--- src/source/predict_pkg.sv ---
package predict_pkg;

    // Branch history table, indexed by PC bits 7..2
    localparam int unsigned bht_entries = 64;
    localparam int unsigned bht_iw = 6;

    // Branch target buffer, indexed by PC bits 5..2
    localparam int unsigned btb_entries = 16;
    localparam int unsigned btb_iw = 4;

    // Tag is PC bits 31..6
    localparam int unsigned btb_tw = 26;

    // 2-bit saturating counter states
    localparam logic [1:0] ctr_strong_nt = 2'b00;
    localparam logic [1:0] ctr_weak_nt = 2'b01;
    localparam logic [1:0] ctr_strong_t = 2'b11;

    // At or above this value the branch is predicted taken
    localparam logic [1:0] ctr_taken_min = 2'b10;

endpackage

--- src/source/fetch_pkg.sv ---
package fetch_pkg;

    // Datapath width for PC, instruction and branch target
    localparam int unsigned xlen = 32;

    // Instruction memory, one word per entry
    localparam int unsigned imem_depth = 256;

    // Word address is PC bits 9..2
    localparam int unsigned imem_aw = 8;

    // Decode buffer slots that fetch may fill
    localparam int unsigned fetch_credits = 4;

    // Wide enough to hold fetch_credits
    localparam int unsigned credit_w = 3;

    // First fetch address after reset
    localparam logic [xlen-1:0] reset_pc = '0;

    // Opcode field, bits 6..0 of the instruction
    localparam int unsigned opcode_w = 7;

    // Conditional branches
    localparam logic [opcode_w-1:0] op_branch = 7'b1100011;

    // Unconditional jump and link
    localparam logic [opcode_w-1:0] op_jal = 7'b1101111;

endpackage
--- src/source/branch_history.sv ---
`timescale 1ns/1ps

module branch_history (
    input  logic                        clk,
    input  logic                        rst_n,
    input  logic [fetch_pkg::xlen-1:0]  lookup_pc,
    input  logic                        update_valid,
    input  logic [fetch_pkg::xlen-1:0]  update_pc,
    input  logic                        update_taken,
    output logic                        pred_taken
);

    logic [1:0]                     ctr [predict_pkg::bht_entries];
    logic [predict_pkg::bht_iw-1:0] lookup_idx;
    logic [predict_pkg::bht_iw-1:0] update_idx;
    logic [1:0]                     update_ctr;

    assign lookup_idx = lookup_pc[predict_pkg::bht_iw+1:2];
    assign update_idx = update_pc[predict_pkg::bht_iw+1:2];
    assign update_ctr = ctr[update_idx];

    always_ff @(posedge clk or negedge rst_n) begin
        if (!rst_n) begin
            for (int i = 0; i < predict_pkg::bht_entries; i++) begin
                ctr[i] <= predict_pkg::ctr_weak_nt;
            end
        end else if (update_valid) begin
            // Saturate at both ends
            if (update_taken) begin
                if (update_ctr != predict_pkg::ctr_strong_t) begin
                    ctr[update_idx] <= update_ctr + 2'd1;
                end
            end else begin
                if (update_ctr != predict_pkg::ctr_strong_nt) begin
                    ctr[update_idx] <= update_ctr - 2'd1;
                end
            end
        end
    end

    assign pred_taken = (ctr[lookup_idx] >= predict_pkg::ctr_taken_min);

endmodule

--- config.mk ---
export PLATFORM = sky130hd
export DESIGN_NAME = branch_history
export DESIGN_NICKNAME = d
export VERILOG_FILES = /design/src/source/predict_pkg.sv /design/src/source/fetch_pkg.sv /design/src/source/branch_history.sv
export SDC_FILE = /design/constraint.sdc
export NUM_CORES = 1
export LEC_CHECK = 0
export BUFFER_PORTS_ARGS = -buffer_cell sky130_fd_sc_hd__buf_2
export CORE_ASPECT_RATIO = 1.75
export CORE_UTILIZATION = 45
export CTS_CLUSTER_DIAMETER = 80
export DETAILED_ROUTE_END_ITERATION = 8
export HOLD_SLACK_MARGIN = 0.02
export PLACE_DENSITY = 0.67
export REMOVE_ABC_BUFFERS = 1
export SLEW_MARGIN = 20
export SYNTH_ARGS = -nofsm -noshare
export SYNTH_HDL_FRONTEND = slang
export SYNTH_SLANG_ARGS = --single-unit
export TNS_END_PERCENT = 1
--- constraint.sdc ---
create_clock -name clk -period 3.4 [get_ports clk]
set_input_delay 0.51 -clock clk [delete_from_list [all_inputs] [get_ports clk]]
set_output_delay 0.51 -clock clk [all_outputs]
set_load 0.005 [all_outputs]
Word-level counts from Yosys, hierarchy flattened

Index checks and enable logic that the tools add are counted.

Input bits: 68
Flip-flop bits (word level): 128
Word-level logic and storage cells: 91
Output and inout port bits: 1

Equal/unequal tests: 2
Order comparisons: 4
$add $sub $neg: 2
Bitwise gates (word level): 2
Mux-type cells: 13
Reduce and logical (&&, ||, !) cells: 4

Operators with widths:

| operator              | count |
|---|---|
| $mux W128             | 3 |
| $bwmux W128           | 2 |
| $bmux W2 S6           | 2 |
| $ge A7 B7 Y1 const B  | 2 |
| $not A6 Y7            | 2 |
| $demux W2 S6          | 1 |
| $mux W2               | 5 |
| $lt A7 B1 Y1 const B  | 1 |
| $reduce_bool A2 Y1    | 2 |
| $reduce_and A3 Y1     | 1 |
| $add A2 B1 Y2 const B | 1 |
| $ge A2 B2 Y1 const B  | 1 |
| $ne A2 B1 Y1 const B  | 1 |
| $ne A2 B2 Y1 const B  | 1 |
| $sub A2 B1 Y2 const B | 1 |
| $logic_and A1 B1 Y1   | 1 |

Depth between registers and ports, before layout

Depth in word-level cells: 8
Gate-level depth with buffers: 18
Depth with buffers taken out: 13

Worst setup path after synthesis

No wires, ideal clock.

Path kind: input to register
From: in update_pc[3] in the netlist's numbering
To: reg ctr[103] in the netlist's numbering
Cell stages on the path: 15
Slack: 154 ps
Arrival time: 3121 ps
Data required time: 3275 ps
Buffers on the path: 3
Library setup time: 125 ps
Cells stage by stage: buf_6 > buf_12 > buf_12 > mux4_2 > a211oi_2 > a31oi_1 > nor3_2 > nand3_1 > ha_1 > mux2i_1 > nand2_1 > nor2_1 > nand2_1 > nor2_1 > mux2_2

Word-level cells in the longest chain between the ends: 8
Elaborated cells on any way between the ends: 21
Those cells by class: 2 x add/sub; 2 x order compare; 2 x eq/ne; 10 x mux; 1 x bitwise; 4 x reduce/logical

Ends and longest elaborated chain:

| item                                                                 | RTL line                                                         | RTL |
|---|---|---|
| start, declared                                                      | branch_history.sv:8                                              | `input logic [fetch_pkg::xlen-1:0] update_pc,` |
| $not A6 Y7 (not written as such) (*)                                 | branch_history.sv:20, branch_history.sv:31, branch_history.sv:35 |  |
| $bmux W2 S6, or another cell as far along                            | branch_history.sv:20                                             | `assign update_ctr = ctr[update_idx];` |
| $mux W2 (not written as such) or $logic_and A1 B1 Y1 (tied branches) | branch_history.sv:20, branch_history.sv:31, branch_history.sv:35 |  |
| $mux W2, on equally long branches                                    | branch_history.sv:20, branch_history.sv:31, branch_history.sv:35 |  |
| $sub A2 B1 Y2, or another cell as far along                          | branch_history.sv:35                                             | `ctr[update_idx] <= update_ctr - 2'd1;` |
| $bwmux W128, on equally long branches                                | branch_history.sv:35, branch_history.sv:31                       |  |
| $mux W128, on equally long branches                                  | branch_history.sv:34, branch_history.sv:30                       |  |
| $mux W128                                                            | branch_history.sv:29                                             | `if (update_taken) begin` |
| end signal, assigned by index                                        | branch_history.sv:25                                             | `ctr[i] <= predict_pkg::ctr_weak_nt;` |
| end signal, assigned by index                                        | branch_history.sv:31                                             | `ctr[update_idx] <= update_ctr + 2'd1;` |
| end signal, assigned by index                                        | branch_history.sv:35                                             |  |
| end, declared                                                        | branch_history.sv:13                                             | `logic [1:0] ctr [predict_pkg::bht_entries];` |

Mark *: on every way between the ends. The rest lies on a longest branch, timed or not. The select of a mux whose other input is x is not followed.
A chain may end at the register's enable or synchronous reset.

Worst setup path in the final report

From: in update_pc[3] in the netlist's numbering
To: reg ctr[21] in the netlist's numbering

The elaborated chain is that of the path after synthesis.

==> results.yml <==
critical_path:
  cp-start-kind: "input pin"
  critical_path_class: "input pin to register"
  critPathCaptureType: "register"
  reg2reg_depth: 13
  reg2reg_slack_ns: 0.14
  cpMaxStageDelayCell: "mux4_1"
  path_depth: 15
  critPathBufInv: 3
  crit_family: "multiplexers"
  path_cells: "buf_2, buf_12, mux4_1, nor2b_1, a2111o_1, nand2_1, nand3_1, ha_2, mux2i_2, nand2_2, nor2_4, nand2_2, buf_6, nor2_4, mux2_2"
  crit_fanout: 10
  crit_required_ns: 3.70
  slowest_delay_ns: 0.61
  r2r_start: "ctr[55]"
  arrival_ns: 3.58
  timing.rr.end: "ctr[21]"
routing:
  ant_nets: 0
  drt_iter0_markers: 298
  viasPerCell: 6.05
  num_vias: 4860
  route.detailed.drc: 0
  wl_per_cell_um: 23.1
  dr.pass1.iters: 5
  wl_um: 18600
grt:
  met1_usage: 0.275
  use_met3: 0.0580
  antenna_found_initial: 0
  grt_max_degree: 58
  grt_use_met2: 0.412
  grt_busiest_layer: "met2"
  grt_pass1_wl_um: 28700
  grt_pass1_vias: 5265
  grt_util_all_layers: 0.249
  grt_remaining_overflow: 0
placement:
  gp_congestion: 0.846
  place_area_mm2: 0.00770
  dp_hpwl_um: 13300
  io_buffers: 16
timing:
  post-route-period-util: 0.964
  period_minus_slack_ns: 3.28
  maxSlewViolCount: 0
  rsz0062_at_grt: "true"
  max-slew-margin-rel: 0.561
  clock_skew_ns: 0.00970
  tightest_slew_ns: 0.659
  setup_viol: 0
  setup_tns_ns: 0
  fmax_mhz: 305
  hold_viol: 0
yosys:
  ys_async_sr_fraction: 1.00
  ys_seq_area_frac: 0.470
  synth.distinct_cells: 53
  synth_area_mm2: 0.00699
  synth_warnings: 0
  synth-main-ff-cell: "dfstp_2"
  syn_avg_cell_area_um2: 13.2
  synth-edff-count: 0
  syn_inst: 531
  synth_area_leaders: "dfstp_2 24%, dfrtp_1 23%, mux2_2 21%, mux4_2 7.7%, nor2_1 4.0%"
  synth_top_area_cell: "dfstp_2"
  synth_seq_cells: 128
  synth_top_area_frac: 0.241
die:
  row_count: 59
  fp.coreArea_mm2: 0.0150
  start_util: 0.466
  dieHeight_um: 167
  die_area_mm2: 0.0161
  pin_count: 69
  die_w_um: 96.2
hold_path:
  hold_class: "input pin to asynchronous set/reset pin"
finish:
  drive_gt1_frac: 0.708
  diodes: 0
  fin_util: 0.583
  stdcell_area_mm2: 0.00874
  syn2layout_area_growth_pct: 25.1
  final_nets: 677
power_and_ir_drop:
  power.total_mw: 4.82
  worst_ir_drop_vdd_v: 0.000360
  power_density_mw_per_mm2: 552
  leakage_nw: 3.58
outcome:
  status: "completed"
clock_tree:
  h-tree-depth: 4
  clk_pin_slew_ns: 0.06
  cts_root_buf: "clkbuf_16"
  cts_sinks: 128
  clock_path_buffers: 2
  cts_made_buffers: 17
  cts_tree: "yes"
  clock_latency_ns: 0.42
flow_run:
  maxCapViolations: 0
## Yosys cell counts (2+ instances only)
library cell / n
nor2_1: 74
dfrtp_1: 64
a221oi_1: 8
a221o_1: 2
a31oi_1: 4
a21oi_1: 6
buf_6: 8
buf_2: 7
mux4_1: 9
mux2_2: 133
ha_1: 2
mux2i_1: 18
buf_12: 2
inv_1: 2
buf_4: 3
nand2b_1: 2
nor3_1: 4
dfstp_2: 64
nand2_1: 16
nor2b_1: 7
o21ai_0: 5
a22oi_1: 7
clkbuf_1: 16
nand3_1: 4
o22ai_1: 4
nor3_2: 2
a211oi_1: 2
nand3b_1: 4
and2_1: 3
mux4_2: 24
or3b_2: 3
## metal layers
metal  vias up  wire length (um)
met4         0              1230
met5         -                 0
met1      2508              6630
li1       2130                 -
met2       153              9950
met3        69               764
## report_power, final
group / leakage (nW) / internal (mW) / switching [mW]
sequential: 1.53 / 1.91 / 0.195
combinational: 1.78 / 0.534 / 0.447
clock: 0.277 / 1.03 / 0.703
total: 3.58 / 3.48 / 1.35
## stage by stage
stage / cells / hold WS, ns / worst slack, ns
global route: 803 / 0.152 / 0.00143
floorplan: 494 / 0.214 / -1.01
detailed placement: 767 / 0.511 / -0.551
finish: 803 / 0.111 / 0.121
CTS: 799 / 0.132 / 0.0260
global placement: 767 / 0.503 / -0.465
## cell type report
type	count	area, um2
Fill cell	1162	6240
Inverter	2	7.51
Tap cell	183	229
Sequential cell	128	3280
Timing Repair Buffer	94	792
Clock buffer	18	439
Clock inverter	14	130
Multi-Input combinational cell	364	3860
## worst reg2reg max path, delay by kind of cell (launching register included)
family          cells  cell delay (ns)
simple gates        6             0.92
compound gates      2             0.41
buf+inv             1             0.18
flops               1             0.41
mux                 3             1.02
fa+ha+maj           1             0.21
## layout by cell type (no fill, tap or decap), drive strengths merged, types with 5 or more instances in the layout
master,netlist,routed
mux2,133,133
buf,20,94
nor2,75,75
dfstp,64,64
dfrtp,64,64
mux4,33,33
mux2i,18,18
clkbuf,17,18
nand2,16,16
a221oi,8,8
a22oi,7,7
nor2b,7,7
a21oi,7,7
clkinv,0,7
nor3,6,6
inv,2,6
o21ai,5,5
## cell families after synthesis
family / share of synthesized area
adders and majority gates: 0.00358
AOI/OAI and AO/OA: 0.0535
and+or+nand+nor: 0.0836
buffers and inverters: 0.0372
DFF: 0.470
muxes: 0.351
xor gates and xnor gates: 0.00125
## how the worst max path moves through the flow
stage                 startpoint  endpoint
CTS                      ctr[39]   ctr[23]
detailed placement  update_pc[4]   ctr[99]
finish              update_pc[3]   ctr[21]
floorplan           update_pc[3]  ctr[101]
global route             ctr[55]   ctr[69]
global placement    update_pc[4]   ctr[99]
## what timing repair did
item,4_1_cts,5_1_grt
setup endpoints to repair,64,128
setup buffers,0,4
hold buffers,0,0
resized for setup,13,120
pin swaps,0,10
Note: power is estimated with default switching activity, not from simulation.
