===== src/source/predict_pkg.sv =====
package predict_pkg;

    // Branch history table, indexed by PC bits 7..2
    localparam int unsigned bht_entries = 64;
    localparam int unsigned bht_iw = 6;

    // Branch target buffer, indexed by PC bits 5..2
    localparam int unsigned btb_entries = 16;
    localparam int unsigned btb_iw = 4;

    // Tag is PC bits 31..6
    localparam int unsigned btb_tw = 26;

    // 2-bit saturating counter states
    localparam logic [1:0] ctr_strong_nt = 2'b00;
    localparam logic [1:0] ctr_weak_nt = 2'b01;
    localparam logic [1:0] ctr_strong_t = 2'b11;

    // At or above this value the branch is predicted taken
    localparam logic [1:0] ctr_taken_min = 2'b10;

endpackage


===== src/source/fetch_pkg.sv =====
package fetch_pkg;

    // Datapath width for PC, instruction and branch target
    localparam int unsigned xlen = 32;

    // Instruction memory, one word per entry
    localparam int unsigned imem_depth = 256;

    // Word address is PC bits 9..2
    localparam int unsigned imem_aw = 8;

    // Decode buffer slots that fetch may fill
    localparam int unsigned fetch_credits = 4;

    // Wide enough to hold fetch_credits
    localparam int unsigned credit_w = 3;

    // First fetch address after reset
    localparam logic [xlen-1:0] reset_pc = '0;

    // Opcode field, bits 6..0 of the instruction
    localparam int unsigned opcode_w = 7;

    // Conditional branches
    localparam logic [opcode_w-1:0] op_branch = 7'b1100011;

    // Unconditional jump and link
    localparam logic [opcode_w-1:0] op_jal = 7'b1101111;

endpackage

===== src/source/target_buffer.sv =====
`timescale 1ns/1ps

module target_buffer (
    input  logic                        clk,
    input  logic                        rst_n,
    input  logic [fetch_pkg::xlen-1:0]  lookup_pc,
    input  logic                        update_valid,
    input  logic [fetch_pkg::xlen-1:0]  update_pc,
    input  logic                        update_taken,
    input  logic [fetch_pkg::xlen-1:0]  update_target,
    output logic                        btb_hit,
    output logic [fetch_pkg::xlen-1:0]  btb_target
);

    logic [predict_pkg::btb_entries-1:0] entry_valid;
    logic [predict_pkg::btb_tw-1:0]      entry_tag    [predict_pkg::btb_entries];
    logic [fetch_pkg::xlen-1:0]          entry_target [predict_pkg::btb_entries];

    logic [predict_pkg::btb_iw-1:0]      lookup_idx;
    logic [predict_pkg::btb_tw-1:0]      lookup_tag;
    logic [predict_pkg::btb_iw-1:0]      update_idx;
    logic [predict_pkg::btb_tw-1:0]      update_tag;
    logic                                write_en;

    // Index above the byte offset, tag is everything above the index
    assign lookup_idx = lookup_pc[predict_pkg::btb_iw+1:2];
    assign lookup_tag = lookup_pc[fetch_pkg::xlen-1:predict_pkg::btb_iw+2];
    assign update_idx = update_pc[predict_pkg::btb_iw+1:2];
    assign update_tag = update_pc[fetch_pkg::xlen-1:predict_pkg::btb_iw+2];

    // Only taken outcomes allocate
    assign write_en = update_valid && update_taken;

    always_ff @(posedge clk or negedge rst_n) begin
        if (!rst_n) begin
            entry_valid <= '0;
        end else if (write_en) begin
            entry_valid[update_idx] <= 1'b1;
        end
    end

    always_ff @(posedge clk) begin
        if (write_en) begin
            entry_tag[update_idx]    <= update_tag;
            entry_target[update_idx] <= update_target;
        end
    end

    assign btb_hit    = entry_valid[lookup_idx] && (entry_tag[lookup_idx] == lookup_tag);
    assign btb_target = entry_target[lookup_idx];

    a_target_aligned: assert property (@(posedge clk) disable iff (!rst_n)
        btb_hit |-> btb_target[1:0] == 2'b00);

endmodule


===== config.mk =====
export PLATFORM = sky130hd
export DESIGN_NAME = target_buffer
export DESIGN_NICKNAME = d
export VERILOG_FILES = /design/src/source/predict_pkg.sv /design/src/source/fetch_pkg.sv /design/src/source/target_buffer.sv
export SDC_FILE = /design/constraint.sdc
export NUM_CORES = 1
export LEC_CHECK = 0
export BUFFER_PORTS_ARGS = -buffer_cell sky130_fd_sc_hd__clkbuf_2
export CORE_MARGIN = 2
export CORE_UTILIZATION = 55
export DETAILED_ROUTE_END_ITERATION = 7
export PLACE_DENSITY = 0.8
export SLEW_MARGIN = 20
export SYNTH_ARGS = -nofsm -noshare
export SYNTH_HDL_FRONTEND = slang
export SYNTH_SLANG_ARGS = --single-unit

===== constraint.sdc =====
create_clock -name clk -period 2.9 [get_ports clk]
set_input_delay 0.145 -clock clk [delete_from_list [all_inputs] [get_ports clk]]
set_output_delay 0.145 -clock clk [all_outputs]
set_load 0.02 [all_outputs]

# Word-level counts from Yosys, hierarchy flattened
# Memories as Yosys holds them, arrays and structs flattened.
# Index checks and enable logic that the tools add are counted.
[word_totals] ff_bits=16 ram_bits=928 input_bits=100 wordCells=17 n_memories=2
[classes] order_cmp=3 n_eq_ne=1 muxes=6 bitwise_logic=1 n_reduce_logical=3
[mem_list] memory="entry_target" depth=16 width=32 rd=1 rd_ports_with_merged_regs=0 wr=1 line="target_buffer.sv:17" rtl="logic [fetch_pkg::xlen-1:0] entry_target [predict_pkg::btb_entries];"
[mem_list] memory="entry_tag" depth=16 width=26 rd=1 rd_ports_with_merged_regs=0 wr=1 line="target_buffer.sv:16" rtl="logic [predict_pkg::btb_tw-1:0] entry_tag [predict_pkg::btb_entries];"
[op_table] operator="$eq A26 B26 Y1" count=1
[op_table] operator="$or A16 B16 Y16" count=1
[op_table] operator="$lt A4 B5 Y1 const B" count=2
[op_table] operator="$bmux W1 S4" count=1
[op_table] operator="$demux W1 S4" count=1
[op_table] operator="$ge A4 B1 Y1 const B" count=1
[op_table] operator="$mux W1" count=4
[op_table] operator="$logic_and A1 B1 Y1" count=3

# Logic depth before layout (Yosys ltp)
[logic_depth] depth_word=5 depth_mapped=12

# Worst setup path after synthesis
# Ideal clock, no wire load.
[synth_path] path_kind="input -> register" startpoint="in update_pc[3] (netlist bit)" endpoint="reg entry_valid[0] (netlist bit)" t_arrival_ps=5032 path_slack_ps=-2222 stages=3 path_buffers=0 cell_sequence="or3_1 > nor3_1 > or2_2"
[synth_between] elab_chain_cells=5
[synth_lines] element="from (decl)" line="target_buffer.sv:8" rtl="input logic [fetch_pkg::xlen-1:0] update_pc,"
[synth_lines] element="$lt A4 B5 Y1 (implied by the code) or $ge A4 B1 Y1 (tied branches)" line="target_buffer.sv:38" rtl="entry_valid[update_idx] <= 1'b1;"
[synth_lines] element="$logic_and A1 B1 Y1 (implied by the code)" line="target_buffer.sv:38"
[synth_lines] element="$mux W1 (implied by the code)" line="target_buffer.sv:38"
[synth_lines] element="$demux W1 S4 (*)" line="target_buffer.sv:38"
[synth_lines] element="$or A16 B16 Y16 (no line) (*)"
[synth_lines] element="to (signal assigned)" line="target_buffer.sv:36" rtl="entry_valid <= '0;"
[synth_lines] element="to (signal, indexed assignment)" line="target_buffer.sv:38"
[synth_lines] element="to (decl)" line="target_buffer.sv:15" rtl="logic [predict_pkg::btb_entries-1:0] entry_valid;"
# Mark *: on every way between the ends. The rest lies on a longest branch, timed or not.
# A chain may end at the register's enable or synchronous reset.

# Worst setup path in the final report
[layout_path] startpoint="mem entry_tag[11][25] (netlist bit)" endpoint="out btb_hit"
[layout_between] elab_chain_cells=3
[layout_lines] element="from (decl)" line="target_buffer.sv:16"
[layout_lines] element="$mem_v2 Z16 W26"
[layout_lines] element="$eq A26 B26 Y1" line="target_buffer.sv:49" rtl="assign btb_hit = entry_valid[lookup_idx] && (entry_tag[lookup_idx] == lookup_tag);"
[layout_lines] element="$logic_and A1 B1 Y1" line="target_buffer.sv:49"
[layout_lines] element="to (decl)" line="target_buffer.sv:11" rtl="output logic btb_hit,"
# No other way between the ends.

==> reports/qor.txt <==
status - complete, but fails checks
failing checks - setup timing
wire per inst - 30.9 µm
Site Rows - 94
Worst-path clk slew - 0.06 ns
vias in the first global route - 18900
# fillers - 4016
DRC Markers - 0
First-pass DRT Iterations - 5
Syn Area/Cell - 23.6 µm²
area occupied by multi-input gates - 7990 µm²
commonest non-fill, non-tap cells in the layout - edfxtp_1 (928), mux4_2 (234), clkbuf_2 (124)
htree depth - 3
Worst Path Arrival - 3.41 ns
Syn Nets - 1649
critical path type - flop to output pin
CTS Root Cell - clkbuf_16
Leak - 0.0139 µW
max-cap viol count - 0
M2 GR Usage - 0.440
Simple-Gate Fraction of Synth Area - 0.0160
grt met1 use - 0.349
Pwr Density - 667 nW/µm²
Max Fanout on Critical Path - 2
Synth Instances - 1549
Longest Clk Path Bufs - 3
Yosys reg bits - 944
number of flops mapped to enable cells by yosys - 928
Setup-failing EPs final - 1
share of cells above drive strength 1 - 0.345
Top FF cell, synth - edfxtp_1
Iteration-0 DRC Markers - 2395
antenna violations before repair - 2
Synth Area in XOR/XNOR - 0.00840
final net count - 1967
Syn-to-layout area delta - 17.1%
Initial Utilization - 0.555
Clk Latency, worst-skew pair - 0.64 ns
Netlist cell types - 62
Top Ports - 133
die height - 262 µm
Antenna Nets Post-Route - 0
Vias - 17900
placed insts - 2581
met3 usage in global routing - 0.0503
Synth warnings - 0
Hold Fails Final Rpt - 0
ant diodes - 0
TritonCTS Buffers - 88
Setup Skew - 0 ns
final wirelength - 86700 µm
Final min period - 3.56 ns
Reg area - 28300 µm²
Hold Slack - 0.270 ns
Synth top area share - 0.764
Synth Area in Compound Gates - 0.0130
Hold WC Path Type - input pin to flop
peak supply drop - 525 µV
Die ar. - 68400 µm²
Remaining Overflow, GRT - 0
Cell Count, Final, Fillers Out - 2800
final core occ - 0.650
worst setup margin - -0.657 ns
CTS tree - built
top cells by area, synth - edfxtp_1 (76%), mux4_2 (14%), mux4_1 (1.4%)
largest net degree at the start of global routing - 60
CP required - 2.76 ns
Slew @ Worst Pin - 0.756 ns
port bufs - 128
Synth Area in Adders - 0
die width - 262 µm
largest family of logic cells by synthesized area - multiplexers
register area share after synthesis - 0.775
Worst Setup Start Kind - flop
endpoint class of the critical path - output pin
Final Max Slew Viols - 0
mux contribution to synthesized area - 0.175
Post-Syn Area - 36500 µm²
buffer count from post-CTS setup fixing - 0
Yosys top cell by area - edfxtp_1
RSZ-0062 raised after global routing - yes
Detail Placement HPWL - 46600 µm
routability congestion estimate - 0.858
Slew HR - 0.495
fraction of the cycle the final worst path needs - 1.23
Core Region - 65700 µm²
vias per inst - 6.41
placed cell areas - 39200 µm²
total power draw - 28500 µW
first-pass GRT wire length - 127000 µm
design area - 42700 µm²
Max Clk Rate - 281 MHz
GRT Total Usage - 0.260
# clock sinks - 944
most common cell after layout, fill and taps aside - edfxtp_1
Top Usage Layer GRT - met2
asr flop ratio synth - 0.0169
-- critical path, stage by stage (launching register included) --
cell and delay [ns]:
edfxtp_1 0.37, mux4_2 0.56, a221oi_2 0.28, a221oi_2 0.14, nor4bb_4 0.33, buf_4 0.16, nand4_1 0.15, nor4_4 0.46
buf_4 0.19, clkbuf_8 0.14
-- per-layer routing --
layer | part of all wire | wire (µm) | up-vias
met5 | 0.00029 | 25 | -
met4 | 0.026 | 2270 | 4
met3 | 0.085 | 7410 | 161
met2 | 0.51 | 44600 | 996
met1 | 0.37 | 32400 | 9513
li1 | - | - | 7271
-- power by group --
part           switching, µW  internal, µW
registers               65.6         15200
logic                    979           810
clock network           4940          6490
-- cell families (layout without fill, tap and decap cells) --
| family | count (synthesis) | count (layout) |
|---|---|---|
| AOI/OAI and AO/OA | 66 | 66 |
| xor gates and xnor gates | 35 | 35 |
| and+or+nand+nor | 110 | 110 |
| buffers and inverters | 82 | 469 |
| muxes | 312 | 312 |
| DFF | 944 | 944 |
-- Yosys cell counts (2+ instances only) --
library cell / n
a211oi_1: 2
o21ai_0: 12
nor3b_1: 2
o211ai_1: 3
nand3_1: 6
mux4_1: 20
a21oi_1: 6
o31ai_1: 3
nand2b_1: 4
nor2_1: 28
buf_12: 2
a22o_1: 2
buf_1: 4
a22oi_1: 4
and3_1: 3
nand4_1: 4
mux4_2: 233
a221oi_1: 4
nand2_1: 20
clkbuf_1: 26
buf_4: 4
or2_2: 17
a2111oi_0: 3
or4_1: 2
nor2b_1: 3
nor3_1: 7
buf_2: 25
inv_1: 8
dfrtp_1: 16
xnor2_1: 19
xor2_1: 16
clkbuf_4: 4
mux2i_1: 39
o221ai_1: 3
o32ai_1: 2
o22ai_1: 11
buf_6: 7
nand4b_1: 4
edfxtp_1: 928
mux2_2: 20
and2_1: 2
-- flip-flops by register name (all words and copies together) (netlist names) --
signal,cells
entry_target,512
entry_tag,416
entry_valid,16
-- final timing paths --
| check | from | end | slack [ns] | depth (start not counted) |
|---|---|---|---|---|
| hold reg to reg | entry_valid[13]$_DFFE_PN0P_ | entry_valid[13]$_DFFE_PN0P_ | 0.46 | 1 |
| max in group asynchronous | rst_n | entry_valid[3]$_DFFE_PN0P_ | 1.83 | 3 |
| setup reg to reg | entry_valid[2]$_DFFE_PN0P_ | entry_valid[2]$_DFFE_PN0P_ | 2.10 | 1 |
| setup / recovery | entry_tag[11][25]$_DFFE_PP_ | btb_hit | -0.66 | 9 |
| min in group asynchronous | rst_n | entry_valid[15]$_DFFE_PN0P_ | 0.63 | 3 |
| hold / removal | update_pc[5] | entry_target[2][24]$_DFFE_PP_ | 0.27 | 3 |
-- per-stage QoR --
stage	TNS (ns)	setup WS, ns
after detailed placement	-0.504	-0.504
after global placement	-0.416	-0.416
after floorplan	-306.75	-0.636
after global routing	-0.779	-0.779
final	-0.657	-0.657
after CTS	-0.649	-0.649
-- area by class of cell --
class | count | area share
Multi-Input combinational cell | 523 | 0.187
Clock buffer | 112 | 0.0551
Tap cell | 864 | 0.0253
Sequential cell | 944 | 0.662
Timing Repair Buffer | 301 | 0.0592
Inverter | 9 | 0.000820
Clock inverter | 47 | 0.0111
-- what timing repair did --
item                                    CTS  global route
pin swaps                                11             1
hold buffers                             60             0
gates resized for setup                  20             6
endpoints found under the hold margin   944             0
endpoints found under the setup margin    1            16
(Power assumes the default switching activity.)
